### src/verilog/rename_defines.svh
// Rename recovery sizing
`ifndef RENAME_DEFINES_SVH
`define RENAME_DEFINES_SVH

// Number of reorder buffer entries, the index wraps at this count
`define RENAME_ROB_ENTRIES 16

// Architectural registers visible to software
`define RENAME_AREGS 8

// Physical registers behind the alias table
`define RENAME_PREGS 32

// Largest number of instructions that dispatch as one group
`define RENAME_GROUP_MAX 4

// Widths of the running dispatch counters
`define RENAME_SN_BITS 8
`define RENAME_GRP_BITS 4

`endif

### src/verilog/rename_pkg.sv
// Rename recovery types
`include "rename_defines.svh"
`default_nettype none

package rename_pkg;

	// ============================================================
	// Index and register number types
	// ============================================================

	typedef logic [$clog2(`RENAME_ROB_ENTRIES)-1:0] rob_ndx_t;
	typedef logic [$clog2(`RENAME_AREGS)-1:0] aregno_t;
	typedef logic [$clog2(`RENAME_PREGS)-1:0] pregno_t;
	typedef logic [`RENAME_SN_BITS-1:0] seqno_t;
	typedef logic [`RENAME_GRP_BITS-1:0] grpno_t;

	// One renamed destination as recorded at dispatch
	// old_preg is the mapping that was replaced, new_preg the one installed
	typedef struct packed {
		seqno_t sn;
		grpno_t grp;
		aregno_t areg;
		pregno_t new_preg;
		pregno_t old_preg;
	} rob_entry_t;

	// Step direction of the walk counter
	typedef enum logic {
		walk_down,
		walk_up
	} walk_dir_t;

	// Next index around the ROB ring
	function automatic rob_ndx_t rob_inc(rob_ndx_t ndx);
		if (ndx == rob_ndx_t'(`RENAME_ROB_ENTRIES - 1))
			return '0;
		return ndx + 1'b1;
	endfunction

	// Previous index around the ROB ring
	function automatic rob_ndx_t rob_dec(rob_ndx_t ndx);
		if (ndx == '0)
			return rob_ndx_t'(`RENAME_ROB_ENTRIES - 1);
		return ndx - 1'b1;
	endfunction

endpackage

`default_nettype wire

### src/verilog/backout_fsm.sv
// Branch backout state machine
`timescale 1ns/1ps
`default_nettype none

module backout_fsm import rename_pkg::*; (
	input wire clk,
	input wire rst,
	input wire backout_req,
	input wire rob_ndx_t branch_ndx,
	input wire rob_ndx_t youngest_ndx,
	input wire rob_ndx_t grp_first_ndx,
	input wire rob_entry_t walk_entry,
	input wire seqno_t branch_sn,
	input wire rob_ndx_t cnt_ndx,
	input wire cnt_at_target,
	output logic backout_ack,
	output logic stall,
	output logic cnt_load,
	output rob_ndx_t cnt_load_ndx,
	output logic cnt_step,
	output walk_dir_t cnt_dir,
	output rob_ndx_t cnt_target,
	output logic bo_wr,
	output aregno_t bo_areg,
	output pregno_t bo_preg,
	output logic flush,
	output rob_ndx_t flush_ndx
);

	typedef enum logic [2:0] {
		idle,
		walk_back,
		walk_fwd,
		done,
		wait_drop
	} state_t;

	state_t state;
	state_t state_nxt;
	// Branch index captured when the request is taken
	rob_ndx_t branch_q;
	// The backward walk ends on the entry just after the branch
	logic back_last;
	// Sequence distance of the walked entry past the branch
	seqno_t sn_dist;
	logic younger;

	assign back_last = (cnt_ndx == rob_inc(branch_q));

	// Sequence numbers wrap, so compare by the sign of the difference
	assign sn_dist = walk_entry.sn - branch_sn;
	assign younger = (sn_dist != '0) && !sn_dist[$bits(seqno_t)-1];

	// ============================================================
	// Walk sequencing
	// ============================================================

	always_comb begin
		state_nxt = state;
		cnt_load = 1'b0;
		cnt_load_ndx = grp_first_ndx;
		cnt_step = 1'b0;
		case (state)
			idle: begin
				// With nothing younger than the branch only the forward walk runs
				if (backout_req) begin
					cnt_load = 1'b1;
					if (youngest_ndx != branch_ndx) begin
						cnt_load_ndx = youngest_ndx;
						state_nxt = walk_back;
					end else begin
						state_nxt = walk_fwd;
					end
				end
			end
			walk_back: begin
				if (back_last) begin
					cnt_load = 1'b1;
					state_nxt = walk_fwd;
				end else begin
					cnt_step = 1'b1;
				end
			end
			walk_fwd: begin
				if (cnt_at_target)
					state_nxt = done;
				else
					cnt_step = 1'b1;
			end
			done: state_nxt = wait_drop;
			// Hold the acknowledge until the requester lets go
			wait_drop: begin
				if (!backout_req)
					state_nxt = idle;
			end
			default: state_nxt = idle;
		endcase
	end

	always_ff @(posedge clk) begin
		if (rst) begin
			state <= idle;
			branch_q <= '0;
			bo_wr <= 1'b0;
		end else begin
			state <= state_nxt;
			if (state == idle && backout_req)
				branch_q <= branch_ndx;
			// Every walk step produces one table write a cycle later
			bo_wr <= (state == walk_back) || (state == walk_fwd);
		end
	end

	// ============================================================
	// Table write data
	// ============================================================

	// Younger entries give back their old mapping, the branch group
	// reapplies its new one
	always_ff @(posedge clk) begin
		bo_areg <= walk_entry.areg;
		bo_preg <= younger ? walk_entry.old_preg : walk_entry.new_preg;
	end

	assign cnt_dir = (state == walk_fwd) ? walk_up : walk_down;
	assign cnt_target = branch_q;

	// The flush cycle also carries the last table write
	assign flush = (state == done);
	assign flush_ndx = rob_inc(branch_q);

	assign backout_ack = (state == wait_drop);
	// Dispatch is held from the first sight of the request
	assign stall = backout_req | (state != idle);

	// Four-phase rule, the request stays up until the acknowledge is seen
	a_req_held: assert property (@(posedge clk) disable iff (rst)
		$fell(backout_req) |-> backout_ack)
		else $error("backout_fsm: request dropped before acknowledge");

endmodule

`default_nettype wire

### src/verilog/rat_table.sv
// Register alias table
`include "rename_defines.svh"
`timescale 1ns/1ps
`default_nettype none

module rat_table import rename_pkg::*; (
	input wire clk,
	input wire rst,
	input wire rn_wr,
	input wire aregno_t rn_areg,
	input wire pregno_t rn_preg,
	input wire bo_wr,
	input wire aregno_t bo_areg,
	input wire pregno_t bo_preg,
	input wire aregno_t look_areg,
	output pregno_t rn_old_preg,
	output pregno_t look_preg
);

	// Current physical register of each architectural register
	pregno_t rat_map [`RENAME_AREGS];

	// Reset gives the identity mapping
	// Rename and backout writes are mutually exclusive, see below
	always_ff @(posedge clk) begin
		if (rst) begin
			for (int r = 0; r < `RENAME_AREGS; r++)
				rat_map[r] <= pregno_t'(r);
		end else if (rn_wr) begin
			rat_map[rn_areg] <= rn_preg;
		end else if (bo_wr) begin
			rat_map[bo_areg] <= bo_preg;
		end
	end

	// Dispatch sees the mapping it is about to replace
	assign rn_old_preg = rat_map[rn_areg];

	// Lookup port, valid in any cycle
	assign look_preg = rat_map[look_areg];

	// Dispatch is stalled for the whole backout, so the write ports never collide
	a_one_writer: assert property (@(posedge clk) disable iff (rst)
		!(rn_wr && bo_wr))
		else $error("rat_table: rename and backout write together");

endmodule

`default_nettype wire

### src/verilog/rename_recovery_top.sv
// Rename recovery top level
`timescale 1ns/1ps
`default_nettype none

module rename_recovery_top import rename_pkg::*; (
	input wire clk,
	input wire rst,
	input wire disp_valid,
	input wire aregno_t disp_areg,
	input wire pregno_t disp_new_preg,
	input wire disp_grp_start,
	input wire backout_req,
	input wire rob_ndx_t branch_ndx,
	input wire aregno_t look_areg,
	output pregno_t look_preg,
	output rob_ndx_t tail,
	output logic backout_ack,
	output logic stall
);

	// Store and table
	pregno_t rn_old_preg;
	rob_entry_t walk_entry;
	seqno_t branch_sn;
	rob_ndx_t youngest_ndx;
	rob_ndx_t grp_first_ndx;

	// Walk counter
	logic cnt_load;
	rob_ndx_t cnt_load_ndx;
	logic cnt_step;
	walk_dir_t cnt_dir;
	rob_ndx_t cnt_target;
	rob_ndx_t cnt_ndx;
	logic cnt_at_target;

	// Backout writes and flush
	logic bo_wr;
	aregno_t bo_areg;
	pregno_t bo_preg;
	logic flush;
	rob_ndx_t flush_ndx;

	rob_store rob_store_i (
		.clk(clk),
		.rst(rst),
		.disp_valid(disp_valid),
		.disp_areg(disp_areg),
		.disp_new_preg(disp_new_preg),
		.disp_grp_start(disp_grp_start),
		.rn_old_preg(rn_old_preg),
		.walk_ndx(cnt_ndx),
		.branch_ndx(branch_ndx),
		.flush(flush),
		.flush_ndx(flush_ndx),
		.walk_entry(walk_entry),
		.branch_sn(branch_sn),
		.youngest_ndx(youngest_ndx),
		.grp_first_ndx(grp_first_ndx),
		.tail(tail)
	);

	// Dispatch renames through the same port that supplies old_preg
	rat_table rat_table_i (
		.clk(clk),
		.rst(rst),
		.rn_wr(disp_valid),
		.rn_areg(disp_areg),
		.rn_preg(disp_new_preg),
		.bo_wr(bo_wr),
		.bo_areg(bo_areg),
		.bo_preg(bo_preg),
		.look_areg(look_areg),
		.rn_old_preg(rn_old_preg),
		.look_preg(look_preg)
	);

	rob_walk_counter rob_walk_counter_i (
		.clk(clk),
		.rst(rst),
		.cnt_load(cnt_load),
		.cnt_load_ndx(cnt_load_ndx),
		.cnt_step(cnt_step),
		.cnt_dir(cnt_dir),
		.cnt_target(cnt_target),
		.cnt_ndx(cnt_ndx),
		.cnt_at_target(cnt_at_target)
	);

	backout_fsm backout_fsm_i (
		.clk(clk),
		.rst(rst),
		.backout_req(backout_req),
		.branch_ndx(branch_ndx),
		.youngest_ndx(youngest_ndx),
		.grp_first_ndx(grp_first_ndx),
		.walk_entry(walk_entry),
		.branch_sn(branch_sn),
		.cnt_ndx(cnt_ndx),
		.cnt_at_target(cnt_at_target),
		.backout_ack(backout_ack),
		.stall(stall),
		.cnt_load(cnt_load),
		.cnt_load_ndx(cnt_load_ndx),
		.cnt_step(cnt_step),
		.cnt_dir(cnt_dir),
		.cnt_target(cnt_target),
		.bo_wr(bo_wr),
		.bo_areg(bo_areg),
		.bo_preg(bo_preg),
		.flush(flush),
		.flush_ndx(flush_ndx)
	);

endmodule

`default_nettype wire

### src/verilog/rob_store.sv
// Reorder buffer entry store
`include "rename_defines.svh"
`timescale 1ns/1ps
`default_nettype none

module rob_store import rename_pkg::*; (
	input wire clk,
	input wire rst,
	input wire disp_valid,
	input wire aregno_t disp_areg,
	input wire pregno_t disp_new_preg,
	input wire disp_grp_start,
	input wire pregno_t rn_old_preg,
	input wire rob_ndx_t walk_ndx,
	input wire rob_ndx_t branch_ndx,
	input wire flush,
	input wire rob_ndx_t flush_ndx,
	output rob_entry_t walk_entry,
	output seqno_t branch_sn,
	output rob_ndx_t youngest_ndx,
	output rob_ndx_t grp_first_ndx,
	output rob_ndx_t tail
);

	// Entry array, written only at the tail
	rob_entry_t rob_mem [`RENAME_ROB_ENTRIES];

	// Running dispatch sequence number and current group number
	seqno_t sn_next;
	grpno_t grp_cur;
	// Entries already placed in the current group
	logic [$clog2(`RENAME_GROUP_MAX+1)-1:0] grp_len;
	// Set after reset or flush so that the next dispatch opens a group
	logic grp_pend;
	logic grp_open;
	grpno_t grp_disp;
	rob_entry_t disp_entry;
	// Scratch for the group start search
	rob_ndx_t grp_probe;
	logic grp_same;

	// ============================================================
	// Dispatch
	// ============================================================

	// A redirected fetch always begins a fresh group
	assign grp_open = disp_grp_start | grp_pend;
	assign grp_disp = grp_open ? grp_cur + 1'b1 : grp_cur;

	// The replaced mapping comes straight from the alias table read
	always_comb begin
		disp_entry.sn = sn_next;
		disp_entry.grp = grp_disp;
		disp_entry.areg = disp_areg;
		disp_entry.new_preg = disp_new_preg;
		disp_entry.old_preg = rn_old_preg;
	end

	always_ff @(posedge clk) begin
		if (disp_valid)
			rob_mem[tail] <= disp_entry;
	end

	// Tail and counters, a flush pulls the tail back behind the branch
	always_ff @(posedge clk) begin
		if (rst) begin
			tail <= '0;
			sn_next <= '0;
			grp_cur <= '0;
			grp_len <= '0;
			grp_pend <= 1'b1;
		end else if (flush) begin
			tail <= flush_ndx;
			grp_pend <= 1'b1;
		end else if (disp_valid) begin
			tail <= rob_inc(tail);
			sn_next <= sn_next + 1'b1;
			grp_cur <= grp_disp;
			grp_len <= grp_open ? 1'b1 : grp_len + 1'b1;
			grp_pend <= 1'b0;
		end
	end

	// ============================================================
	// Read ports for the backout machine
	// ============================================================

	assign walk_entry = rob_mem[walk_ndx];
	assign branch_sn = rob_mem[branch_ndx].sn;
	assign youngest_ndx = rob_dec(tail);

	// Groups are contiguous, so walk down from the branch while the
	// group number still matches and remember the lowest match
	always_comb begin
		grp_first_ndx = branch_ndx;
		grp_probe = branch_ndx;
		grp_same = 1'b1;
		for (int d = 1; d < `RENAME_GROUP_MAX; d++) begin
			grp_probe = rob_dec(grp_probe);
			grp_same = grp_same & (rob_mem[grp_probe].grp == rob_mem[branch_ndx].grp);
			if (grp_same)
				grp_first_ndx = grp_probe;
		end
	end

	// The flush comes from the backout machine while dispatch is held off
	a_no_disp_on_flush: assert property (@(posedge clk) disable iff (rst)
		flush |-> !disp_valid)
		else $error("rob_store: dispatch during flush");

	// A group that keeps growing would break the group start search
	a_grp_max: assert property (@(posedge clk) disable iff (rst)
		disp_valid && !grp_open |-> grp_len < `RENAME_GROUP_MAX)
		else $error("rob_store: dispatch group too large");

endmodule

`default_nettype wire

### src/verilog/rob_walk_counter.sv
// ROB walk index counter
`timescale 1ns/1ps
`default_nettype none

module rob_walk_counter import rename_pkg::*; (
	input wire clk,
	input wire rst,
	input wire cnt_load,
	input wire rob_ndx_t cnt_load_ndx,
	input wire cnt_step,
	input wire walk_dir_t cnt_dir,
	input wire rob_ndx_t cnt_target,
	output rob_ndx_t cnt_ndx,
	output logic cnt_at_target
);

	// Index of the entry being walked
	// A load wins over a step, though the two are never requested together
	always_ff @(posedge clk) begin
		if (rst) begin
			cnt_ndx <= '0;
		end else if (cnt_load) begin
			cnt_ndx <= cnt_load_ndx;
		end else if (cnt_step) begin
			if (cnt_dir == walk_up)
				cnt_ndx <= rob_inc(cnt_ndx);
			else
				cnt_ndx <= rob_dec(cnt_ndx);
		end
	end

	// The walk has reached the branch entry
	assign cnt_at_target = (cnt_ndx == cnt_target);

	// The state machine either starts a walk or advances it in one cycle
	a_load_xor_step: assert property (@(posedge clk) disable iff (rst)
		!(cnt_load && cnt_step))
		else $error("rob_walk_counter: load and step together");

endmodule

`default_nettype wire
### config.mk
export PLATFORM = sky130hd
export DESIGN_NAME = rename_recovery_top
export DESIGN_NICKNAME = d
export VERILOG_FILES = /design/src/verilog/rename_pkg.sv /design/src/verilog/backout_fsm.sv /design/src/verilog/rat_table.sv /design/src/verilog/rename_recovery_top.sv /design/src/verilog/rob_store.sv /design/src/verilog/rob_walk_counter.sv
export VERILOG_INCLUDE_DIRS = /design/src /design/src/verilog
export SDC_FILE = /design/constraint.sdc
export NUM_CORES = 1
export LEC_CHECK = 0
export BUFFER_PORTS_ARGS = -buffer_cell sky130_fd_sc_hd__buf_2
export CORE_ASPECT_RATIO = 1.5
export CORE_UTILIZATION = 60
export CTS_CLUSTER_SIZE = 30
export DETAILED_ROUTE_END_ITERATION = 10
export GPL_TIMING_DRIVEN = 0
export PLACE_DENSITY = 0.76
export SLEW_MARGIN = 20
export SYNTH_ARGS = -nofsm -noshare
export SYNTH_HDL_FRONTEND = slang
export SYNTH_SLANG_ARGS = --single-unit
### constraint.sdc
create_clock -name clk -period 8.65 [get_ports clk]
set_input_delay 0.4325 -clock clk [delete_from_list [all_inputs] [get_ports clk]]
set_output_delay 0.4325 -clock clk [all_outputs]
set_load 0.05 [all_outputs]
# == After elaboration in Yosys (flattened, before gate mapping) ==
# Memories as Yosys holds them, arrays and structs flattened. A register that Yosys moved wholly into a read port is not among the register bits.
# Index checks and enable logic that the tools add are counted.
# op_classes
bitwise_logic,5
add_sub_neg,11
n_reduce_logical,19
n_mux,79
eq_ne,17
# op_table
operator,count
4-bit 2-to-1 mux,30
1-bit 2-to-1 mux,36
4-bit == test,5
4-bit logical NOT,5
4-bit by 1-bit subtractor with 4-bit output (second input constant),5
3-bit 2-to-1 mux,6
4-bit by 1-bit adder with 4-bit output (second input constant),4
5-bit 2-to-1 mux,3
3-bit case mux with 5 select lines,1
4-bit == test (second input constant),3
5-bit OR reduction,2
8-bit by 1-bit adder with 8-bit output (second input constant),1
8-bit nonzero test,1
8-bit subtractor,1
3-bit by 2-bit == test with 1-bit output (second input constant),2
2-bit by 1-bit != test with 1-bit output (second input constant),2
2-bit != test (second input constant),2
4-bit != test,1
1-bit case mux with 2 select lines,2
4-bit AND reduction,1
2-bit nonzero test,2
3-bit by 1-bit == test with 1-bit output (second input constant),1
3-bit == test (second input constant),1
3-bit logical NOT,1
10 further kinds,13
# word_totals
mem_count,2
output_inout_bits,11
ram_bits,440
in_bits,20
ff_bits,37
elab_cells,143
# mem_list
name,depth,word_bits,rd,rd_ports_with_merged_regs,write_ports,line,source
rob_store_i.rob_mem,16,25,5,1,1,rob_store.sv:26,rob_entry_t rob_mem [`RENAME_ROB_ENTRIES];
rat_table_i.rat_map,8,5,2,0,8,rat_table.sv:21,pregno_t rat_map [`RENAME_AREGS];

# == Longest topological paths before layout ==
# Gate-level depths: netlist of the first run.
# An unclocked memory read counts as a cell.
# logic_depth
depth_word,19
ltp_mapped,20

# == Modules after synthesis ==
# A second synthesis of the first run with hierarchy kept.
# unflattened
hier_cells,1385
area_unflattened_um2,24084.3
# by_module_without_submodules
mod,seq_area_each_um2,area_per_inst_um2,cells_each,instances
rob_store,12351.8,19725.2,977,1
rat_table,1201.2,2777.7,226,1
backout_fsm,320.3,1201.2,134,1
rob_walk_counter,80.1,380.4,48,1

# == Least setup slack after synthesis of the first run ==
# Ideal clock, no wire load.
# synth_path
kind,input -> register
start,input branch_ndx[0]
end,register backout_fsm_i.bo_preg[0]
arrival_time_ps,6237
setup_time_ps,134
setup_slack_ps,2279
required_ps,8516
cell_stages,19
path_cell_list,buf_2 buf_2 buf_2 buf_2 buf_1 buf_2 mux4_2 mux4_2 ha_1 fa_1 nor2b_1 o21ai_0 nand2b_1 xor2_1 nor3_1 a311oi_1 a21oi_1 a211oi_1 mux4_2
# synth_between
elab_chain_cells,5
# synth_rtl
item,line,source
from (decl),rename_recovery_top.sv:13,"input wire rob_ndx_t branch_ndx,"
memory read 16 x 25 bit (*),n/a,
8-bit subtractor (*),backout_fsm.sv:51,assign sn_dist = walk_entry.sn - branch_sn;
8-bit nonzero test or 1-bit logical NOT (tied branches),backout_fsm.sv:52,assign younger = (sn_dist != '0) && !sn_dist[$bits(seqno_t)-1];
1-bit logical AND (*),backout_fsm.sv:52,
5-bit 2-to-1 mux (*),backout_fsm.sv:122,bo_preg <= younger ? walk_entry.old_preg : walk_entry.new_preg;
to (signal assigned),backout_fsm.sv:122,
to (decl),backout_fsm.sv:25,"output pregno_t bo_preg,"
# Mark *: on every way between the ends. The rest lies on a longest branch, timed or not.
# A chain may end at the register's enable or synchronous reset.

# == Final worst setup path of the first run ==
# layout_path
start,input branch_ndx[0]
end,register backout_fsm_i.bo_preg[1]
# Same word-level chain as after synthesis.

==> flow_summary_export.csv, run 1 <==
group,metric,value,unit
floorplanning,die_w,161,um
layout,insertedDiodeCount,0,
power_and_ir_drop,switching_power,1.96,mW
critical_path,worstSetupPathType,"in -> reg",
critical_path,cpPeakStageDelay,790,ps
timing,final.setup.worst_slack,1750,ps
power_and_ir_drop,pwr-share-comb,28.8,%
synth,synthTopCellsByCount,"edfxtp_1 (440), mux4_2 (220), nor2_1 (79)",
drt,ant_nets,0,
timing,worst_pin_slew,1090,ps
global_routing,grt_antenna_before_repair,0,
floorplanning,die-area,38800,sq um
synth,syn_area,22800,sq um
global_routing,grt_usage,31.9,%
placement,pre_cts_ws,1230,ps
timing,fmax,145,MHz
placement,hpwl,40.9,mm
synth,yosys.cell_count.top_type,"edfxtp_1",
drt,vias,13422,
global_routing,grt_start_max_net_pins,21,
critical_path,critPathMaxFanout,10,
floorplanning,row_count,87,
synth,yosys.area.top_type_share,57.9,%
critical_path,crit_path_end_kind,"flop",
layout,postLayoutCellArea,25600,sq um
floorplanning,start_util,60.7,%
critical_path,slowest_stage,"buf_1",
placement,port_buffers,26,
floorplanning,ioPinCount,31,
global_routing,grt_pass1_wl,88.1,mm
synth,ys_seq_area_share,61.5,%
power_and_ir_drop,intPower,4.72,mW
layout,nNetsFinal,1437,
layout,seq_area,14000,sq um
synth,synth_warnings,0,
global_routing,overflow,0,
power_and_ir_drop,peakVddDrop,174,uV
run_status,status,"finished, final reports clean",
timing,maxSlewViolCount,0,
timing,hold_viol_final,0,
global_routing,grt_pass1_vias,13905,
timing,fin_crit_sh,79.8,%
clocking,cts_buffer_depth,3,
layout,drive_above_1_share,30.4,%
floorplanning,die_h,241,um
timing,slew_headroom,27.4,%
synth,syn_nets,1337,
clocking,postCtsSetupBuffers,0,
layout,n_fill_cell,2374,
critical_path,crit_arrival,7320,ps
synth,avgSynthCellArea,17.6,sq um
power_and_ir_drop,leakage,8.42,nW
clocking,cts-resized-gates,0,
critical_path,crit_top_cell,"buf_2",
synth,synthCells,1294,
power_and_ir_drop,p_clk_share,30.0,%
layout,syn_to_final_growth,12.4,%
synth,ys_ff_latch,481,
synth,ys.flop_type,"edfxtp_1",
synth,synth.distinct_cells,62,
worst_hold_path,hp-class,"in -> reg",
layout,multiInputGateArea,8550,sq um
synth,synthTopCellsByArea,"edfxtp_1 (58%), mux4_2 (22%), dfxtp_1 (3.6%)",
synth,yosys.area.top_type,"edfxtp_1",
drt,viasPerCell,7.01,
clocking,path_clk_slew,70,ps
drt,drc,0,
power_and_ir_drop,p_sw_share,29.3,%
timing,setup_violations,0,
timing,rsz0062_at_grt,"false",
clocking,numCtsBuffers,42,
critical_path,start_kind,"input pin",
clocking,cts_sinks,481,
power_and_ir_drop,p_seq_share,41.2,%
drt,wl_per_cell,31.4,um
placement,placed_area,24100,sq um
synth,async_flop_share,0,%
floorplanning,core_region_area,37600,sq um
synth,synth_edf_count,440,
timing,layout_min_cycle_time,6900,ps
clocking,cts_tree,"done",
clocking,clk_latency,570,ps
placement,place_congestion,0.996,
critical_path,crit_required,9070,ps
drt,first_iter_violations,1312,
power_and_ir_drop,p_per_area,261,nW/um^2
critical_path,path_cells,"buf_2 > buf_2 > buf_2 > buf_2 > buf_2 > buf_1 > buf_2 > mux4_2 > mux4_2 > ha_1 > fa_1 > nor2b_1 > o21ai_0 > nand2b_1 > xor2_1 > nor3_1 > a311oi_1 > a21oi_1 > a211oi_2 > buf_4 > mux4_2",
drt,wl,60.1,mm
timing,setup_tns,0,ps
clocking,postCtsHoldBufs,0,
timing,clock_skew,25.4,ps
drt,dr.pass1.iters,5,
job,max-cap-violations,0,
clocking,cts_root_buf,"clkbuf_16",
clocking,htreeDepth,2,
[registers in the layout, indices dropped and copies added (netlist names), 3 cells and up, named ones only]
signal / cells
backout_fsm_i.bo_areg: 3
backout_fsm_i.bo_preg: 5
backout_fsm_i.cnt_target: 4
backout_fsm_i.state: 3
rat_table_i.rat_map: 40
rob_store_i.grp_cur: 4
rob_store_i.rob_mem: 400
rob_store_i.sn_next: 8
rob_store_i.tail: 4
rob_walk_counter_i.cnt_ndx: 4
[area by class of cell]
cell class              count  area share [%]
inverters                  24           0.351
clock buffers              55            4.73
multi-input cells         715            33.4
clock inverters            22            1.03
well taps                 489            2.39
repair buffers             56            2.21
flip-flops and latches    481            54.7
plain buffers              74            1.17
[through the flow]
step | utilization [%] | std cells | hold slack [ps] | power [mW]
floorplan | - | 1294 | 463 | 4.14
global placement | 62.7 | 1809 | 475 | 4.60
detailed placement | 64.3 | 1839 | 494 | 4.70
CTS | 68.2 | 1916 | 184 | 6.68
global route | 68.3 | 1916 | 244 | 6.90
finish | 68.3 | 1916 | 190 | 6.68
[logic make-up after synthesis]
| kind of cell | count (synthesis) | synth area share, % |
|---|---|---|
| AOI/OAI and AO/OA | 118 | 3.48 |
| buffers and inverters | 98 | 1.68 |
| DFF | 481 | 61.5 |
| adders and majority gates | 23 | 1.29 |
| and+or+nand+nor | 223 | 4.59 |
| xor gates and xnor gates | 50 | 1.95 |
| muxes | 301 | 25.5 |
[power groups by stage]
stage	registers, mW	logic (mW)	clock network, mW
6_report	2.75	1.93	2.01
4_1_cts	2.75	1.93	2.01
5_1_grt	2.76	2.04	2.09
3_3_place_gp	2.79	1.81	0
2_1_floorplan	2.78	1.37	0
3_5_place_dp	2.80	1.90	0
[layout by cell type (no fill, tap or decap), types with 6 or more instances in the layout]
cell and n:
edfxtp_1 440, mux4_2 220, nor2_1 66, nand2_1 49, clkbuf_16 45, clkbuf_1 42, mux2i_1 41, dfxtp_1 41
buf_2 40, mux2_2 35, a21oi_1 30, inv_1 24, o21ai_0 23, xor2_1 23, xnor2_1 23, nand3_1 23
ha_1 22, buf_1 20, nand2b_1 15, buf_4 14, nor2_4 12, a211oi_1 11, nor3_1 8, and3_1 8
buf_12 8, nor2b_1 7, o22ai_1 7, clkinv_2 7, a21o_1 6, bufinv_16 6
[worst paths after layout]
kind,from,endpoint,slack (ps),cells past startpoint
min,backout_req,backout_fsm_i.state[2]$_SDFFE_PP0P_,190,3
max,branch_ndx[0],backout_fsm_i.bo_preg[1]$_DFF_P_,1750,21
max reg2reg,flop,backout_fsm_i.bo_preg[1]$_DFF_P_,2620,17
min reg2reg,rob_store_i.grp_cur[1]$_SDFFE_PP0P_,rob_store_i.grp_cur[1]$_SDFFE_PP0P_,500,2
[critical path, delay by kind of cell]
family	cells	cell delay [ps]
adder cells (fa/ha/maj)	2	710
multiplexers	3	1600
AO/OA/AOI/OAI	4	660
XOR/XNOR	1	190
buffers and inverters	8	3330
AND/OR/NAND/NOR	3	340
[routing by layer]
layer	part of all wire, %	vias up	track usage (%)
met5	0	-	0
met2	53	750	56.7
met3	7.1	201	4.81
li1	-	5522	-
met1	33	6949	36.4
met4	6.4	0	19.7
Note: power is estimated with default switching activity, not from simulation.
==> inputs of run 2 (changes only) <==
CORE_UTILIZATION = 57   (was 60)
clock period = 6.3 ns   (was 8.65 ns; I/O delays follow)
==> run 2 against run 1 <==
  * The flow now finishes with violations (design-rule violations)
  * Sequential share of layout area grew 0.24 points
  * Worst hold slack worse by 24 ps
  * Core utilization decreased by 3.5 points
  * Die area is 5.2% higher
  * Final cell count grew 0.42%
  * Register-to-register slack worse by 2000 ps
  * Design area is 0.43% lower
  * Clock skew down 12 ps
  * Combinational power increased by 36%
  * Critical endpoint is now backout_fsm_i.bo_preg[3]$_DFF_P_
==> flow_summary_export.csv, run 2 (synthesized netlist as in run 1, its figures left out) <==
group,metric,value,unit
floorplanning,row_count,89,
layout,layout.cells.most_common_list,"edfxtp_1 (440), mux4_2 (220), nor2_1 (66), nand2_1 (49)",
global_routing,grt_start_max_net_pins,21,
floorplanning,start_util,57.9,%
power_and_ir_drop,p_per_area,350,nW/um^2
drt,dr.pass1.iters,8,
run_status,status,"finished with violations",
clocking,numCtsBuffers,42,
clocking,cts_sinks,481,
global_routing,grt_pass1_vias,13683,
drt,viasPerCell,6.99,
timing,hold_viol_final,0,
critical_path,crit_required,6730,ps
global_routing,grt_antenna_before_repair,0,
floorplanning,die_h,247,um
layout,syn_to_final_growth,11.9,%
timing,layout_min_cycle_time,5870,ps
timing,worst_pin_slew,1160,ps
timing,rsz0062_at_grt,"false",
drt,first_iter_violations,1611,
power_and_ir_drop,p_seq_share,42.3,%
critical_path,crit_path_end_kind,"flop",
clocking,postCtsSetupBuffers,0,
drt,wl_per_cell,31.2,um
layout,insertedDiodeCount,0,
drt,drc,6,
floorplanning,die_w,165,um
layout,n_fill_cell,2647,
global_routing,grt_usage,30.7,%
timing,setup_violations,0,
power_and_ir_drop,p_clk_share,28.3,%
layout,final_common_cell,"edfxtp_1",
clocking,path_clk_slew,70,ps
layout,top_register,"rob_store_i.rob_mem",
clocking,cts_tree,"done",
floorplanning,core_region_area,39400,sq um
timing,fmax,170,MHz
critical_path,worstSetupPathType,"in -> reg",
critical_path,crit_arrival,6300,ps
timing,holdWs,166,ps
floorplanning,die-area,40800,sq um
critical_path,start_kind,"input pin",
power_and_ir_drop,p_sw_share,29.7,%
timing,clock_skew,13.1,ps
global_routing,grt_pass1_wl,87.8,mm
drt,ant_nets,0,
worst_hold_path,hp-class,"in -> reg",
clocking,postCtsHoldBufs,0,
clocking,clk_latency,560,ps
floorplanning,ioPinCount,31,
run_status,violations,"design-rule violations",
global_routing,overflow,0,
power_and_ir_drop,intPower,6.28,mW
layout,drive_above_1_share,30.3,%
power_and_ir_drop,switching_power,2.65,mW
drt,wl,60.0,mm
clocking,cts_buffer_depth,3,
timing,fin_crit_sh,93.2,%
layout,seq_area,14000,sq um
power_and_ir_drop,leakage,8.38,nW
placement,place_congestion,0.911,
power_and_ir_drop,peakVddDrop,221,uV
timing,slew_headroom,20.4,%
layout,multiInputGateArea,8540,sq um
layout,final_util,64.7,%
placement,port_buffers,26,
layout,largest_reg_flops,400,
layout,nNetsFinal,1435,
critical_path,critPathMaxFanout,10,
power_and_ir_drop,pwr-share-comb,29.4,%
layout,top_regs,"rob_store_i.rob_mem x400, rat_table_i.rat_map x40, rob_store_i.sn_next x8",
drt,vias,13449,
clocking,htreeDepth,2,
placement,hpwl,40.7,mm
clocking,cts_root_buf,"clkbuf_16",
timing,maxSlewViolCount,0,
job,max-cap-violations,0,
## run 2: cell count changes in the layout (fill, tap and decap cells not counted), sizes merged
cell	delta
clkbuf	+2
clkinv	+6
clkinvlp	-1
buf	-8
clkdlybuf4s15	+2
bufinv	-4
## run 2: per-stage QoR
| step | area, sq um | instances | worst slack [ps] | total power, mW | TNS (ps) |
|---|---|---|---|---|---|
| 3_5_place_dp | 24100 | 1849 | -1010 | 6.46 | -11460 |
| 4_1_cts | 25500 | 1925 | 32.9 | 8.96 | 0 |
| 5_1_grt | 25500 | 1924 | 5.44 | 9.25 | 0 |
| 3_3_place_gp | 23600 | 1820 | -1950 | 6.34 | -15820 |
| 6_report | 25500 | 1924 | 427 | 8.94 | 0 |
| 2_1_floorplan | 22800 | 1294 | 46.2 | 5.69 | 0 |
## run 2: final timing paths
path	cells after the start	slack (ps)	startpoint	to
max	21	430	branch_ndx[0]	backout_fsm_i.bo_preg[3]$_DFF_P_
min	1	170	disp_new_preg[4]	rob_store_i.rob_mem[9][9]$_DFFE_PP_
max reg2reg	17	610	flop	backout_fsm_i.bo_preg[3]$_DFF_P_
min reg2reg	2	500	rob_store_i.grp_cur[1]$_SDFFE_PP0P_	rob_store_i.grp_cur[1]$_SDFFE_PP0P_
## run 2: power groups by stage
stage / combinational (mW) / sequential [mW] / clock, mW
after floorplan: 1.88 / 3.81 / 0
after global placement: 2.50 / 3.84 / 0
after detailed placement: 2.62 / 3.84 / 0
after CTS: 2.63 / 3.77 / 2.55
after global routing: 2.81 / 3.79 / 2.66
final: 2.63 / 3.78 / 2.53
## run 2: final cells by class
class | count | share of cell area [%]
Sequential cell | 481 | 55.0
Multi-Input combinational cell | 715 | 33.5
Clock buffer | 53 | 4.60
Tap cell | 500 | 2.45
Timing Repair Buffer | 55 | 2.22
Buffer | 73 | 1.26
Clock inverter | 23 | 0.662
Inverter | 24 | 0.353
## run 2: layer usage
layer | wire length, um | vias to the layer above | global-route usage, %
li1 | - | 5502 | -
met1 | 20500 | 6981 | 36.9
met2 | 31400 | 761 | 53.0
met3 | 4740 | 205 | 4.88
met4 | 3380 | 0 | 16.0
met5 | 0 | - | 0
## run 2: timing repair
item,in CTS,in global routing
setup endpoints to repair,13,11
resized for setup,6,12
pin swaps,0,0
## run 2: worst max-delay path, stage by stage
cell,delay (ps)
buf_2,110
buf_2,370
buf_2,360
clkbuf_4,360
clkbuf_4,370
clkbuf_4,370
buf_4,340
mux4_2,560
mux4_2,470
ha_1,250
fa_1,460
nor2b_1,120
o21ai_0,80
nand2b_1,150
xor2_1,200
nor3_1,90
a311oi_1,280
a21oi_1,90
a211oi_2,150
buf_4,220
mux4_2,520
